## src/verilog/decode_pkg.sv

```systemverilog
package decode_pkg;

    // ****************************************
    // widths with a meaning
    // ****************************************
    typedef logic [31:0] word_t;      // data or address word
    typedef logic [4:0]  reg_addr_t;  // gpr number
    typedef logic [5:0]  opcode_t;
    typedef logic [5:0]  funct_t;
    typedef logic [11:0] alu_op_t;    // one-hot, add down to lui

    // ****************************************
    // encodings
    // ****************************************
    localparam opcode_t OP_SPECIAL = 6'b000000;  // r-type, decoded on funct
    localparam opcode_t OP_REGIMM  = 6'b000001;  // branch kind sits in rt
    localparam opcode_t OP_J       = 6'b000010;
    localparam opcode_t OP_JAL     = 6'b000011;
    localparam opcode_t OP_BEQ     = 6'b000100;
    localparam opcode_t OP_BNE     = 6'b000101;
    localparam opcode_t OP_BLEZ    = 6'b000110;
    localparam opcode_t OP_BGTZ    = 6'b000111;
    localparam opcode_t OP_ADDI    = 6'b001000;
    localparam opcode_t OP_ADDIU   = 6'b001001;
    localparam opcode_t OP_SLTI    = 6'b001010;
    localparam opcode_t OP_SLTIU   = 6'b001011;
    localparam opcode_t OP_ANDI    = 6'b001100;
    localparam opcode_t OP_ORI     = 6'b001101;
    localparam opcode_t OP_XORI    = 6'b001110;
    localparam opcode_t OP_LUI     = 6'b001111;
    localparam opcode_t OP_LB      = 6'b100000;
    localparam opcode_t OP_LH      = 6'b100001;
    localparam opcode_t OP_LW      = 6'b100011;
    localparam opcode_t OP_LBU     = 6'b100100;
    localparam opcode_t OP_LHU     = 6'b100101;
    localparam opcode_t OP_SB      = 6'b101000;
    localparam opcode_t OP_SH      = 6'b101001;
    localparam opcode_t OP_SW      = 6'b101011;

    localparam funct_t FN_SLL  = 6'b000000;
    localparam funct_t FN_SRL  = 6'b000010;
    localparam funct_t FN_SRA  = 6'b000011;
    localparam funct_t FN_SLLV = 6'b000100;
    localparam funct_t FN_SRLV = 6'b000110;
    localparam funct_t FN_SRAV = 6'b000111;
    localparam funct_t FN_JR   = 6'b001000;
    localparam funct_t FN_JALR = 6'b001001;
    localparam funct_t FN_ADD  = 6'b100000;
    localparam funct_t FN_ADDU = 6'b100001;
    localparam funct_t FN_SUB  = 6'b100010;
    localparam funct_t FN_SUBU = 6'b100011;
    localparam funct_t FN_AND  = 6'b100100;
    localparam funct_t FN_OR   = 6'b100101;
    localparam funct_t FN_XOR  = 6'b100110;
    localparam funct_t FN_NOR  = 6'b100111;
    localparam funct_t FN_SLT  = 6'b101010;
    localparam funct_t FN_SLTU = 6'b101011;

    localparam reg_addr_t RT_BLTZ   = 5'b00000;
    localparam reg_addr_t RT_BGEZ   = 5'b00001;
    localparam reg_addr_t RT_BLTZAL = 5'b10000;
    localparam reg_addr_t RT_BGEZAL = 5'b10001;

    localparam reg_addr_t LINK_REG    = 5'd31;
    localparam word_t     LINK_OFFSET = 32'd8;  // return lands past the delay slot
    localparam word_t     INST_STEP   = 32'd4;

    // ****************************************
    // buses between stages
    // ****************************************
    typedef struct packed {
        word_t inst;
        word_t pc;
    } if_id_bus_t;

    typedef struct packed {
        logic  taken;
        word_t target;
    } jbr_bus_t;

    typedef struct packed {
        logic load;
        logic store;
        logic l_sign;   // sign-extend byte/half loads
        logic ls_word;
        logic ls_byte;
        logic ls_half;
    } mem_ctrl_t;

    typedef struct packed {
        alu_op_t     alu_op;
        logic        link;
        logic        jr;
        logic        j_abs;        // j/jal, target from region bits
        logic        br_eq;
        logic        br_ne;
        logic        br_gez;
        logic        br_gtz;
        logic        br_lez;
        logic        br_ltz;
        logic        shift_sa;
        logic        imm_zero;
        logic        imm_sign;
        logic        uses_rt;      // rt read from the register file
        logic        check_overflow;
        mem_ctrl_t   mem_ctrl;
        logic        rf_wen;
        reg_addr_t   rf_wdest;
        logic        reserved;
        logic [4:0]  sa;
        logic [15:0] imm;
        logic [25:0] target;
        logic [15:0] offset;
    } decode_info_t;

    typedef struct packed {
        alu_op_t   alu_op;
        word_t     alu_operand1;
        word_t     alu_operand2;
        logic      check_overflow;
        mem_ctrl_t mem_ctrl;
        word_t     store_data;
        logic      rf_wen;
        reg_addr_t rf_wdest;
        logic      reserved;
        word_t     pc;
    } id_exe_bus_t;

endpackage

```

## src/verilog/instr_decoder.sv

```systemverilog
module instr_decoder (
    input  decode_pkg::word_t        inst,
    output decode_pkg::reg_addr_t    rs,
    output decode_pkg::reg_addr_t    rt,
    output logic                     inst_jbr,
    output decode_pkg::decode_info_t info
);
    import decode_pkg::*;

    opcode_t    op;
    reg_addr_t  rd;
    logic [4:0] sa;
    funct_t     funct;
    logic       special, regimm, r_plain;
    logic       rs_zero, rt_zero, rd_zero;
    logic       i_add, i_addu, i_sub, i_subu, i_slt, i_sltu;
    logic       i_and, i_or, i_xor, i_nor;
    logic       i_sll, i_srl, i_sra, i_sllv, i_srlv, i_srav;
    logic       i_jr, i_jalr, i_j, i_jal;
    logic       i_addi, i_addiu, i_slti, i_sltiu, i_andi, i_ori, i_xori, i_lui;
    logic       i_beq, i_bne, i_blez, i_bgtz, i_bltz, i_bgez, i_bltzal, i_bgezal;
    logic       i_lw, i_lb, i_lbu, i_lh, i_lhu, i_sw, i_sb, i_sh;
    logic       r_alu, imm_alu, is_load, is_store, is_link;
    logic       wdest_rt, wdest_31, wdest_rd;

    assign op    = inst[31:26];
    assign rs    = inst[25:21];
    assign rt    = inst[20:16];
    assign rd    = inst[15:11];
    assign sa    = inst[10:6];
    assign funct = inst[5:0];

    assign special = (op == OP_SPECIAL);
    assign regimm  = (op == OP_REGIMM);
    assign rs_zero = (rs == 5'd0);
    assign rt_zero = (rt == 5'd0);
    assign rd_zero = (rd == 5'd0);
    assign r_plain = special & (sa == 5'd0);  // r-type with an empty sa field

    // ****************************************
    // instruction recognition
    // ****************************************
    assign i_add  = r_plain & (funct == FN_ADD);
    assign i_addu = r_plain & (funct == FN_ADDU);
    assign i_sub  = r_plain & (funct == FN_SUB);
    assign i_subu = r_plain & (funct == FN_SUBU);
    assign i_slt  = r_plain & (funct == FN_SLT);
    assign i_sltu = r_plain & (funct == FN_SLTU);
    assign i_and  = r_plain & (funct == FN_AND);
    assign i_or   = r_plain & (funct == FN_OR);
    assign i_xor  = r_plain & (funct == FN_XOR);
    assign i_nor  = r_plain & (funct == FN_NOR);
    assign i_sllv = r_plain & (funct == FN_SLLV);
    assign i_srlv = r_plain & (funct == FN_SRLV);
    assign i_srav = r_plain & (funct == FN_SRAV);
    assign i_sll  = special & rs_zero & (funct == FN_SLL);  // sa form, rs unused
    assign i_srl  = special & rs_zero & (funct == FN_SRL);
    assign i_sra  = special & rs_zero & (funct == FN_SRA);
    assign i_jr   = r_plain & rt_zero & rd_zero & (funct == FN_JR);
    assign i_jalr = r_plain & rt_zero & (funct == FN_JALR);

    assign i_addi  = (op == OP_ADDI);
    assign i_addiu = (op == OP_ADDIU);
    assign i_slti  = (op == OP_SLTI);
    assign i_sltiu = (op == OP_SLTIU);
    assign i_andi  = (op == OP_ANDI);
    assign i_ori   = (op == OP_ORI);
    assign i_xori  = (op == OP_XORI);
    assign i_lui   = (op == OP_LUI) & rs_zero;

    assign i_beq    = (op == OP_BEQ);
    assign i_bne    = (op == OP_BNE);
    assign i_blez   = (op == OP_BLEZ) & rt_zero;
    assign i_bgtz   = (op == OP_BGTZ) & rt_zero;
    assign i_bltz   = regimm & (rt == RT_BLTZ);
    assign i_bgez   = regimm & (rt == RT_BGEZ);
    assign i_bltzal = regimm & (rt == RT_BLTZAL);
    assign i_bgezal = regimm & (rt == RT_BGEZAL);
    assign i_j      = (op == OP_J);
    assign i_jal    = (op == OP_JAL);

    assign i_lw  = (op == OP_LW);
    assign i_lb  = (op == OP_LB);
    assign i_lbu = (op == OP_LBU);
    assign i_lh  = (op == OP_LH);
    assign i_lhu = (op == OP_LHU);
    assign i_sw  = (op == OP_SW);
    assign i_sb  = (op == OP_SB);
    assign i_sh  = (op == OP_SH);

    // ****************************************
    // classification
    // ****************************************
    assign r_alu = i_add | i_addu | i_sub | i_subu | i_slt | i_sltu | i_and | i_or
                 | i_xor | i_nor | i_sll | i_srl | i_sra | i_sllv | i_srlv | i_srav;
    assign imm_alu  = i_addi | i_addiu | i_slti | i_sltiu | i_andi | i_ori | i_xori | i_lui;
    assign is_load  = i_lw | i_lb | i_lbu | i_lh | i_lhu;
    assign is_store = i_sw | i_sb | i_sh;
    assign is_link  = i_jal | i_jalr | i_bltzal | i_bgezal;  // pc+8 into a gpr
    assign inst_jbr = i_j | i_jal | i_jr | i_jalr | i_beq | i_bne | i_blez | i_bgtz
                    | i_bltz | i_bgez | i_bltzal | i_bgezal;

    assign wdest_rt = imm_alu | is_load;
    assign wdest_31 = i_jal | i_bltzal | i_bgezal;
    assign wdest_rd = r_alu | i_jalr;

    always_comb begin
        info.alu_op = {i_add | i_addu | i_addi | i_addiu | is_load | is_store | is_link,
                       i_sub | i_subu,
                       i_slt | i_slti,
                       i_sltu | i_sltiu,
                       i_and | i_andi,
                       i_nor,
                       i_or | i_ori,
                       i_xor | i_xori,
                       i_sll | i_sllv,
                       i_srl | i_srlv,
                       i_sra | i_srav,
                       i_lui};
        info.link           = is_link;
        info.jr             = i_jr | i_jalr;
        info.j_abs          = i_j | i_jal;
        info.br_eq          = i_beq;
        info.br_ne          = i_bne;
        info.br_gez         = i_bgez | i_bgezal;
        info.br_gtz         = i_bgtz;
        info.br_lez         = i_blez;
        info.br_ltz         = i_bltz | i_bltzal;
        info.shift_sa       = i_sll | i_srl | i_sra;
        info.imm_zero       = i_andi | i_ori | i_xori | i_lui;
        info.imm_sign       = i_addi | i_addiu | i_slti | i_sltiu | is_load | is_store;
        info.uses_rt        = r_alu | i_beq | i_bne | is_store;
        info.check_overflow = i_add | i_addi | i_sub;
        info.mem_ctrl.load    = is_load;
        info.mem_ctrl.store   = is_store;
        info.mem_ctrl.l_sign  = i_lb | i_lh;
        info.mem_ctrl.ls_word = i_lw | i_sw;
        info.mem_ctrl.ls_byte = i_lb | i_lbu | i_sb;
        info.mem_ctrl.ls_half = i_lh | i_lhu | i_sh;
        info.rf_wen   = wdest_rt | wdest_31 | wdest_rd;
        // zero when nothing is written, keeps hazard compares clean downstream
        info.rf_wdest = wdest_rt ? rt : wdest_31 ? LINK_REG : wdest_rd ? rd : 5'd0;
        info.reserved = ~(r_alu | imm_alu | is_load | is_store | inst_jbr);
        info.sa     = sa;
        info.imm    = inst[15:0];
        info.target = inst[25:0];
        info.offset = inst[15:0];
    end

endmodule

```

## src/verilog/branch_unit.sv

```systemverilog
module branch_unit (
    input  decode_pkg::word_t        pc,
    input  decode_pkg::word_t        rs_value,
    input  decode_pkg::word_t        rt_value,
    input  decode_pkg::decode_info_t info,
    input  logic                     id_over,
    output decode_pkg::jbr_bus_t     jbr_bus
);
    import decode_pkg::*;

    word_t bd_pc;
    word_t j_target;
    word_t br_target;
    logic  j_taken;
    logic  br_taken;
    logic  rs_eq_rt;
    logic  rs_ez;
    logic  rs_ltz;

    // ****************************************
    // targets
    // ****************************************
    assign bd_pc = pc + INST_STEP;  // delay-slot pc

    assign j_taken  = info.j_abs | info.jr;
    assign j_target = info.jr ? rs_value : {bd_pc[31:28], info.target, 2'b00};

    assign br_target = bd_pc + {{14{info.offset[15]}}, info.offset, 2'b00};

    // ****************************************
    // conditions
    // ****************************************
    assign rs_eq_rt = (rs_value == rt_value);
    assign rs_ez    = (rs_value == 32'd0);
    assign rs_ltz   = rs_value[31];  // sign bit

    assign br_taken = info.br_eq  & rs_eq_rt
                    | info.br_ne  & ~rs_eq_rt
                    | info.br_gez & ~rs_ltz
                    | info.br_gtz & ~rs_ltz & ~rs_ez
                    | info.br_lez & (rs_ltz | rs_ez)
                    | info.br_ltz & rs_ltz;

    // fetch may only redirect once id is done with it
    assign jbr_bus.taken  = (j_taken | br_taken) & id_over;
    assign jbr_bus.target = j_taken ? j_target : br_target;

endmodule

```

## src/verilog/stage_ctrl.sv

```systemverilog
module stage_ctrl (
    input  logic                  clk,
    input  logic                  reset,
    input  logic                  id_valid,
    input  logic                  if_over,
    input  decode_pkg::reg_addr_t rs,
    input  decode_pkg::reg_addr_t rt,
    input  decode_pkg::reg_addr_t exe_wdest,
    input  decode_pkg::reg_addr_t mem_wdest,
    input  decode_pkg::reg_addr_t wb_wdest,
    input  logic                  inst_jbr,
    input  logic                  uses_rt,
    output logic                  rs_wait,
    output logic                  rt_wait,
    output logic                  id_over,
    output logic                  exe_valid
);
    import decode_pkg::*;

    // source still waiting on a later stage's write
    function automatic logic pending(input reg_addr_t src, input reg_addr_t d_exe,
                                     input reg_addr_t d_mem, input reg_addr_t d_wb);
        return (src != 5'd0) & ((src == d_exe) | (src == d_mem) | (src == d_wb));
    endfunction

    assign rs_wait = pending(rs, exe_wdest, mem_wdest, wb_wdest);
    assign rt_wait = uses_rt & pending(rt, exe_wdest, mem_wdest, wb_wdest);

    // a jump/branch must also see fetch finish, or the redirect is lost
    assign id_over = id_valid & ~rs_wait & ~rt_wait & (~inst_jbr | if_over);

    always_ff @(posedge clk) begin
        if (reset) begin
            exe_valid <= 1'b0;
        end else begin
            exe_valid <= id_over;  // bubble into exe when id stalls
        end
    end

endmodule

```

## src/verilog/exe_bundle.sv

```systemverilog
module exe_bundle (
    input  logic                     clk,
    input  decode_pkg::word_t        pc,
    input  decode_pkg::word_t        rs_value,
    input  decode_pkg::word_t        rt_value,
    input  decode_pkg::decode_info_t info,
    input  logic                     id_over,
    output decode_pkg::id_exe_bus_t  id_exe_bus
);
    import decode_pkg::*;

    word_t       imm_zext;
    word_t       imm_sext;
    word_t       operand1;
    word_t       operand2;
    id_exe_bus_t next_bus;

    // ****************************************
    // operand selection
    // ****************************************
    assign imm_zext = {16'd0, info.imm};
    assign imm_sext = {{16{info.imm[15]}}, info.imm};

    // link computes pc + 8 in the alu
    assign operand1 = info.link     ? pc
                    : info.shift_sa ? {27'd0, info.sa}
                    : rs_value;

    assign operand2 = info.link     ? LINK_OFFSET
                    : info.imm_zero ? imm_zext
                    : info.imm_sign ? imm_sext
                    : rt_value;

    always_comb begin
        next_bus.alu_op         = info.alu_op;
        next_bus.alu_operand1   = operand1;
        next_bus.alu_operand2   = operand2;
        next_bus.check_overflow = info.check_overflow;
        next_bus.mem_ctrl       = info.mem_ctrl;
        next_bus.store_data     = rt_value;
        next_bus.rf_wen         = info.rf_wen;
        next_bus.rf_wdest       = info.rf_wdest;
        next_bus.reserved       = info.reserved;
        next_bus.pc             = pc;
    end

    // ****************************************
    // id/exe register
    // ****************************************
    always_ff @(posedge clk) begin
        if (id_over) begin
            id_exe_bus <= next_bus;  // holds while id stalls
        end
    end

endmodule

```

## src/verilog/decode_top.sv

```systemverilog
module decode_top (
    input  logic                    clk,
    input  logic                    reset,
    input  logic                    id_valid,
    input  decode_pkg::if_id_bus_t  if_id_bus,
    input  decode_pkg::word_t       rs_value,
    input  decode_pkg::word_t       rt_value,
    input  logic                    if_over,
    input  decode_pkg::reg_addr_t   exe_wdest,
    input  decode_pkg::reg_addr_t   mem_wdest,
    input  decode_pkg::reg_addr_t   wb_wdest,
    output decode_pkg::reg_addr_t   rs,
    output decode_pkg::reg_addr_t   rt,
    output logic                    inst_jbr,
    output logic                    id_over,
    output logic                    rs_wait,
    output logic                    rt_wait,
    output decode_pkg::jbr_bus_t    jbr_bus,
    output decode_pkg::word_t       id_pc,
    output decode_pkg::id_exe_bus_t id_exe_bus,
    output logic                    exe_valid
);
    import decode_pkg::*;

    decode_info_t info;  // shared decode result

    assign id_pc = if_id_bus.pc;

    instr_decoder u_decoder (
        .inst     (if_id_bus.inst),
        .rs       (rs),
        .rt       (rt),
        .inst_jbr (inst_jbr),
        .info     (info)
    );

    branch_unit u_branch (
        .pc       (if_id_bus.pc),
        .rs_value (rs_value),
        .rt_value (rt_value),
        .info     (info),
        .id_over  (id_over),
        .jbr_bus  (jbr_bus)
    );

    stage_ctrl u_ctrl (
        .clk       (clk),
        .reset     (reset),
        .id_valid  (id_valid),
        .if_over   (if_over),
        .rs        (rs),
        .rt        (rt),
        .exe_wdest (exe_wdest),
        .mem_wdest (mem_wdest),
        .wb_wdest  (wb_wdest),
        .inst_jbr  (inst_jbr),
        .uses_rt   (info.uses_rt),
        .rs_wait   (rs_wait),
        .rt_wait   (rt_wait),
        .id_over   (id_over),
        .exe_valid (exe_valid)
    );

    exe_bundle u_bundle (
        .clk        (clk),
        .pc         (if_id_bus.pc),
        .rs_value   (rs_value),
        .rt_value   (rt_value),
        .info       (info),
        .id_over    (id_over),
        .id_exe_bus (id_exe_bus)
    );

endmodule

```

## config.mk

```make
export PLATFORM = sky130hd
export DESIGN_NAME = decode_top
export DESIGN_NICKNAME = d
export VERILOG_FILES = /design/src/verilog/decode_pkg.sv /design/src/verilog/instr_decoder.sv /design/src/verilog/branch_unit.sv /design/src/verilog/stage_ctrl.sv /design/src/verilog/exe_bundle.sv /design/src/verilog/decode_top.sv
export SDC_FILE = /design/constraint.sdc
export NUM_CORES = 1
export LEC_CHECK = 0
export BUFFER_PORTS_ARGS = -buffer_cell sky130_fd_sc_hd__buf_2
export CORE_AREA = 2 2 147 149
export DETAILED_ROUTE_END_ITERATION = 6
export DIE_AREA = 0 0 149 151
export PLACE_DENSITY = 0.77
export SKIP_CTS_REPAIR_TIMING = 1
export SYNTH_ARGS = -nofsm -noshare
export SYNTH_HDL_FRONTEND = slang
export SYNTH_SLANG_ARGS = --single-unit
```

## constraint.sdc

```tcl
create_clock -name clk -period 7.4 [get_ports clk]
set_input_delay 0.74 -clock clk [delete_from_list [all_inputs] [get_ports clk]]
set_output_delay 0.74 -clock clk [all_outputs]
set_load 0.01 [all_outputs]
```

* Yosys cells after proc, flatten, opt, wreduce, memory -nomap -nowiden *
Cells that the tools add are included.

word-level totals
  register bits = 155
  memory bits (writable) = 0
  ROM bits = 0
  bits in latches = 0
  memories kept = 0
  output and inout port bits = 234

cells by class
  bitwise logic cells = 150
  multiply operators = 0
  add/subtract/negate cells = 2
  magnitude comparators = 0
  shift operators = 0
  muxes and demuxes = 9
  reduce and logical (&&, ||, !) cells = 10
  div/mod/pow operators = 0
  equal/unequal tests = 50

operators by type and width
  cell                                                 count
  2-to-1 mux 32 bit                                    5
  equality test 6 bit, second input constant           18
  OR 1 bit                                             100
  equality test 6 x 4 -> 1 bit, second input constant  10
  bitwise AND 1 bit                                    43
  equality test 6 x 3 -> 1 bit, second input constant  7
  adder 32 x 3 -> 32 bit, second input constant        1
  adder 32 bit                                         1
  equality test 32 bit                                 1
  zero test 32 bit                                     1
  equality test 5 bit                                  6
  equality test 6 x 2 -> 1 bit, second input constant  4
  zero test 5 bit                                      4
  2-to-1 mux 16 bit                                    1
  2-to-1 mux 5 bit                                     3
  zero test 6 bit                                      2
  equality test 5 bit, second input constant           2
  nonzero test 5 bit                                   2
  NOT 1 bit                                            7
  equality test 6 x 1 -> 1 bit, second input constant  1
  equality test 5 x 1 -> 1 bit, second input constant  1
  OR reduction 2 bit                                   1

* Depth between registers and ports, before layout *
  word-level depth = 26
  gate-level depth with buffers = 17

* Cells and area by module *
A second synthesis with hierarchy kept.

second synthesis, totals
  cell total of the unflattened synthesis = 1,051
  area total of the unflattened synthesis = 10,806.6 µm²

by module, submodules not included
  module         instances  cells each  area an instance (µm²)
  exe_bundle     1          301         5,630.4
  branch_unit    1          442         3,095.5
  instr_decoder  1          221         1,415.1
  stage_ctrl     1          55          425.4
  decode_top     1          32          240.2

* Least setup slack after synthesis *
Ideal clock, no wire load.

  kind = input port to output port
  start = in if_id_bus[54] (netlist bit)
  end = out id_over
  path slack = 1,195 ps
  buffers on the path = 2
  stages on the path = 10
  arrival = 5,465 ps
  cells stage by stage = clkbuf_1 nor3_1 nand2_1 or4_1 clkbuf_1 o21ai_1 nor3_1 nor3_1 or4b_1 inv_1

on the way
  longest elaborated chain between the ends = 16
  elaborated cells between the ends (all ways) = 27

ends and longest elaborated chain
  what                                 line                                                           RTL
  start: declaration                   decode_top.sv:5                                                input decode_pkg::if_id_bus_t if_id_bus,
  zero test 5 bit (*)                  instr_decoder.sv:35                                            assign rs_zero = (rs == 5'd0);
  bitwise AND 1 bit (*)                instr_decoder.sv:56, instr_decoder.sv:57, instr_decoder.sv:58
  bitwise AND 1 bit                    instr_decoder.sv:56                                            assign i_sll = special & rs_zero & (funct == FN_SLL);
  OR 1 bit (2 in series)               instr_decoder.sv:95                                            | i_xor | i_nor | i_sll | i_srl | i_sra | i_sllv | i_srlv | i_srav;
  OR 1 bit (*) (4 in series)           instr_decoder.sv:95
  OR 1 bit (*) (3 in series)           instr_decoder.sv:132                                           info.uses_rt = r_alu | i_beq | i_bne | is_store;
  bitwise AND 1 bit (*)                stage_ctrl.sv:27                                               assign rt_wait = uses_rt & pending(rt, exe_wdest, mem_wdest, wb_wdest);
  via rt_wait                          decode_top.sv:17                                               output logic rt_wait,
  NOT 1 bit (*)                        stage_ctrl.sv:30                                               assign id_over = id_valid & ~rs_wait & ~rt_wait & (~inst_jbr | if_over);
  bitwise AND 1 bit (*) (2 in series)  stage_ctrl.sv:30
  end: declaration                     decode_top.sv:15                                               output logic id_over,

The timed path passes the listed nets; every way through them passes the cells marked *.

==> results by group <==
Outcome
  – Outcome: finished, final reports clean

Detailed routing
  – Via count: a little over 9000
  – DR iter-0 viols: approximately 1000
  – Routed wire length: around 34000 µm
  – ANT nets after route: 0
  – # DRC: 0
  – DRT Pass-1 Iters: 5
  – Routed len/inst: between 20 and 25 µm
  – DR vias/cell: 5.73

Floorplanning
  – Top Ports: 381
  – Die footprint: 0.0225 mm²
  – Rows: 53
  – CORE AREA: 0.0208 mm²
  – Die Span X: 149 µm
  – Starting Density: 46.6%
  – Chip height: between 150 and 200 µm

Yosys
  – Sequential area share after synthesis: between 40 and 50%
  – Fraction of registers with async set/reset: 0%
  – Post-Syn Area: 0.00971 mm²
  – Post-synth top area share: 47.6%
  – Cell taking the most area after synthesis: edfxtp_1
  – Synth Instances: 974
  – Post-synth EDFFs: 154
  – Dominant cells by area after synthesis: edfxtp_1, xnor2_1, nand2_1, ha_1, xor2_1
  – Yosys reg bits: 155
  – Syn avg cell area: 9.97 µm²
  – Post-synthesis cell type count: 64
  – Synth warn: 0
  – Most used DFF post-synth: edfxtp_1
  – Post-Syn Nets: ~1200

Placed design
  – Dpl hpwl: 25800 µm
  – Post-place instance area: 0.0115 mm²
  – Gpl congestion: 0.966
  – IO Port Bufs: 380
  – DP Worst Slack: 1930 ps

Timing
  – Final setup margin: 1830 ps
  – Max Clock Freq: 180 MHz
  – Min Tclk post-route: between 5000 and 6000 ps
  – Hold slack: 455 ps
  – Slew margin rel.: between 20% and 30%
  – Final Hold Viols: 0
  – Unrepaired setup endpoints after global routing: false
  – Setup TNS: 0 ps
  – Final worst-path cycle share: 75.2%
  – Worst-margin pin slew: 1140 ps
  – Final-report max-slew violation count: 0
  – Endpoints failing setup: 0

Setup path
  – CP endpoint kind: output pin
  – Worst EP required: 6660 ps
  – Crit path max fanout: 7
  – Arr. time, crit path: around 4800 ps
  – CP startpoint kind: primary input
  – CP Class: in2out

Clock tree
  – CTS tree: yes
  – Root Buffer Master: clkbuf_16
  – Clock-pin slew on the worst setup and hold paths: 70 ps
  – Clk sinks: between 150 and 200
  – H-tree depth: 4
  – Bufs on Longest Clock Path: 2
  – Cts bufs inserted: 17

Power
  – Worst vdd ir: 0.147 mV
  – Comb pwr share: 25.4%
  – Clk pwr share: 32.8%
  – Sw Ratio: 32.5%
  – Final Power: 2.69 mW
  – Power per Cell Area: 223 mW/mm²
  – Internal power: about 1.8 mW
  – Flop pwr share: 41.8%
  – Leak: about 5.2 nW
  – NetSw: 875 µW

Flow run
  – Max-cap violations: 0

GRT
  – First-pass GRT wire length: 49400 µm
  – Largest net degree at the start of global routing: between 60 and 70
  – Gr busiest metal: met2
  – GRT Overall Usage: 29.4%
  – M1 GR Usage: 39.3%
  – Vias in the first global route: 8406
  – Overflow after GRT: 0
  – Initial antenna violation count: 1
  – Met3 Usage GRT: 4.04%
  – Met2 usage: 49.4%

Worst hold path
  – Hold Path Depth: 2
  – Hold EP: u_ctrl.exe_valid
  – HP Start: reset
  – Hold WC Path Type: in2reg

Layout
  – Share of layout cells above drive strength 1: 33.8%
  – Nets: 1467
  – Design area: 0.0121 mm²
  – Layout area overhead: 24.7%
## flip-flops by register name (all words and copies together), names as in the netlist
register,count
u_bundle.id_exe_bus,154
u_ctrl.exe_valid,1
## cells in the final DEF, fill, tap and decap left out, drive strengths merged, types with 3 or more instances in the layout
cell      n
ha       30
nor2     36
xor2     40
o22ai     5
nand2b   11
or2       4
o211ai    7
nand4    18
nor2b     7
or3       4
a31oi     8
and3     13
clkinv    4
xnor2    75
a211oi    5
o21a      7
o221a     6
o21bai    4
inv      25
nor3     26
edfxtp  154
clkbuf   18
nand3b    3
a21oi    61
mux2i     5
o21ai    42
nand3    68
a21o     15
a22oi    28
nand2   140
nor4     13
a221o     3
buf     388
## synthesized netlist by cell type, types with 3 or more instances
cell type and count:
edfxtp_1 154, nand2_1 140, xnor2_1 75, nand3_1 68, a21oi_1 61, buf_4 42
o21ai_0 40, xor2_1 40, clkbuf_1 37, nor2_1 35, ha_1 30, a22oi_1 28
nor3_1 25, nand4_1 18, inv_1 16, a21o_1 15, and3_1 13, nor4_1 12
nand2b_1 11, a31oi_1 8, buf_2 7, nor2b_1 7, o211ai_1 7, o21a_1 7
o221a_2 6, a211oi_1 5, mux2i_1 5, o22ai_1 5, o21bai_1 4, or2_2 4
or3_1 4, a221o_1 3, buf_1 3, clkbuf_2 3, nand3b_1 3
## layer usage
| layer | up-vias | share of wire [%] |
|---|---|---|
| li1 | 4169 | - |
| met1 | 4262 | 40 |
| met2 | 553 | 49 |
| met3 | 63 | 8.6 |
| met4 | 0 | 2.5 |
| met5 | - | 0 |
## power groups by stage
stage / clock network, mW / logic [mW] / registers, mW
finish: 0.883 / 0.684 / 1.13
global route: 0.924 / 0.734 / 1.14
CTS: 0.891 / 0.682 / 1.13
detailed placement: 0 / 0.678 / 1.15
global placement: 0 / 0.672 / 1.14
floorplan: 0 / 0.303 / 1.22
## critical path: stages
cell and delay [ps]:
buf_2 150, ha_1 200, nand3_1 120, nor2_1 140, nand2_1 200, nor3_1 420, nand2_1 120, xnor2_1 200
ha_1 330, a21o_1 220, a21o_1 190, a221oi_1 410, nand2_1 110, o21bai_1 270, mux2_2 390, a211oi_1 200
a31oi_1 60, o21ai_0 170, buf_2 160
## worst max-delay path by stage
| stage | end | cells after the start | start |
|---|---|---|---|
| 3_3_place_gp | jbr_bus[31] | 19 | if_id_bus[2] |
| 5_1_grt | jbr_bus[31] | 19 | if_id_bus[2] |
| 2_1_floorplan | id_over | 10 | if_id_bus[54] |
| 4_1_cts | jbr_bus[31] | 19 | if_id_bus[2] |
| 3_5_place_dp | jbr_bus[31] | 19 | if_id_bus[2] |
| 6_report | jbr_bus[31] | 19 | if_id_bus[2] |
## cell families (layout without fill, tap and decap cells)
family / count (synthesis) / count (layout) / synth area share, %
AO/OA/AOI/OAI: 204 / 204 / 13.4
XOR/XNOR: 115 / 115 / 10.4
adder cells (fa/ha/maj): 31 / 31 / 4.07
buffers and inverters: 108 / 436 / 5.93
flip-flops: 155 / 155 / 47.8
multiplexers: 6 / 6 / 0.631
other: 0 / 1 / 0
AND/OR/NAND/NOR: 355 / 355 / 17.8
## per-stage QoR
stage	util (%)	instances
3_5_place_dp	55.3	1545
2_1_floorplan	-	974
3_3_place_gp	55.3	1545
6_report	58.1	1578
4_1_cts	58.1	1577
5_1_grt	58.1	1578
## cell type report
| cell class | count | area (µm²) |
|---|---|---|
| inverter | 16 | 65.1 |
| timing repair buffer | 388 | 1960 |
| clock buffer | 18 | 439 |
| multi-input combinational | 711 | 4500 |
| clock inverter | 14 | 149 |
| tap | 275 | 344 |
| fill | 1855 | 8720 |
| sequential | 155 | 4640 |
| antenna | 1 | 2.50 |
Power figures use the tool's default switching activity.
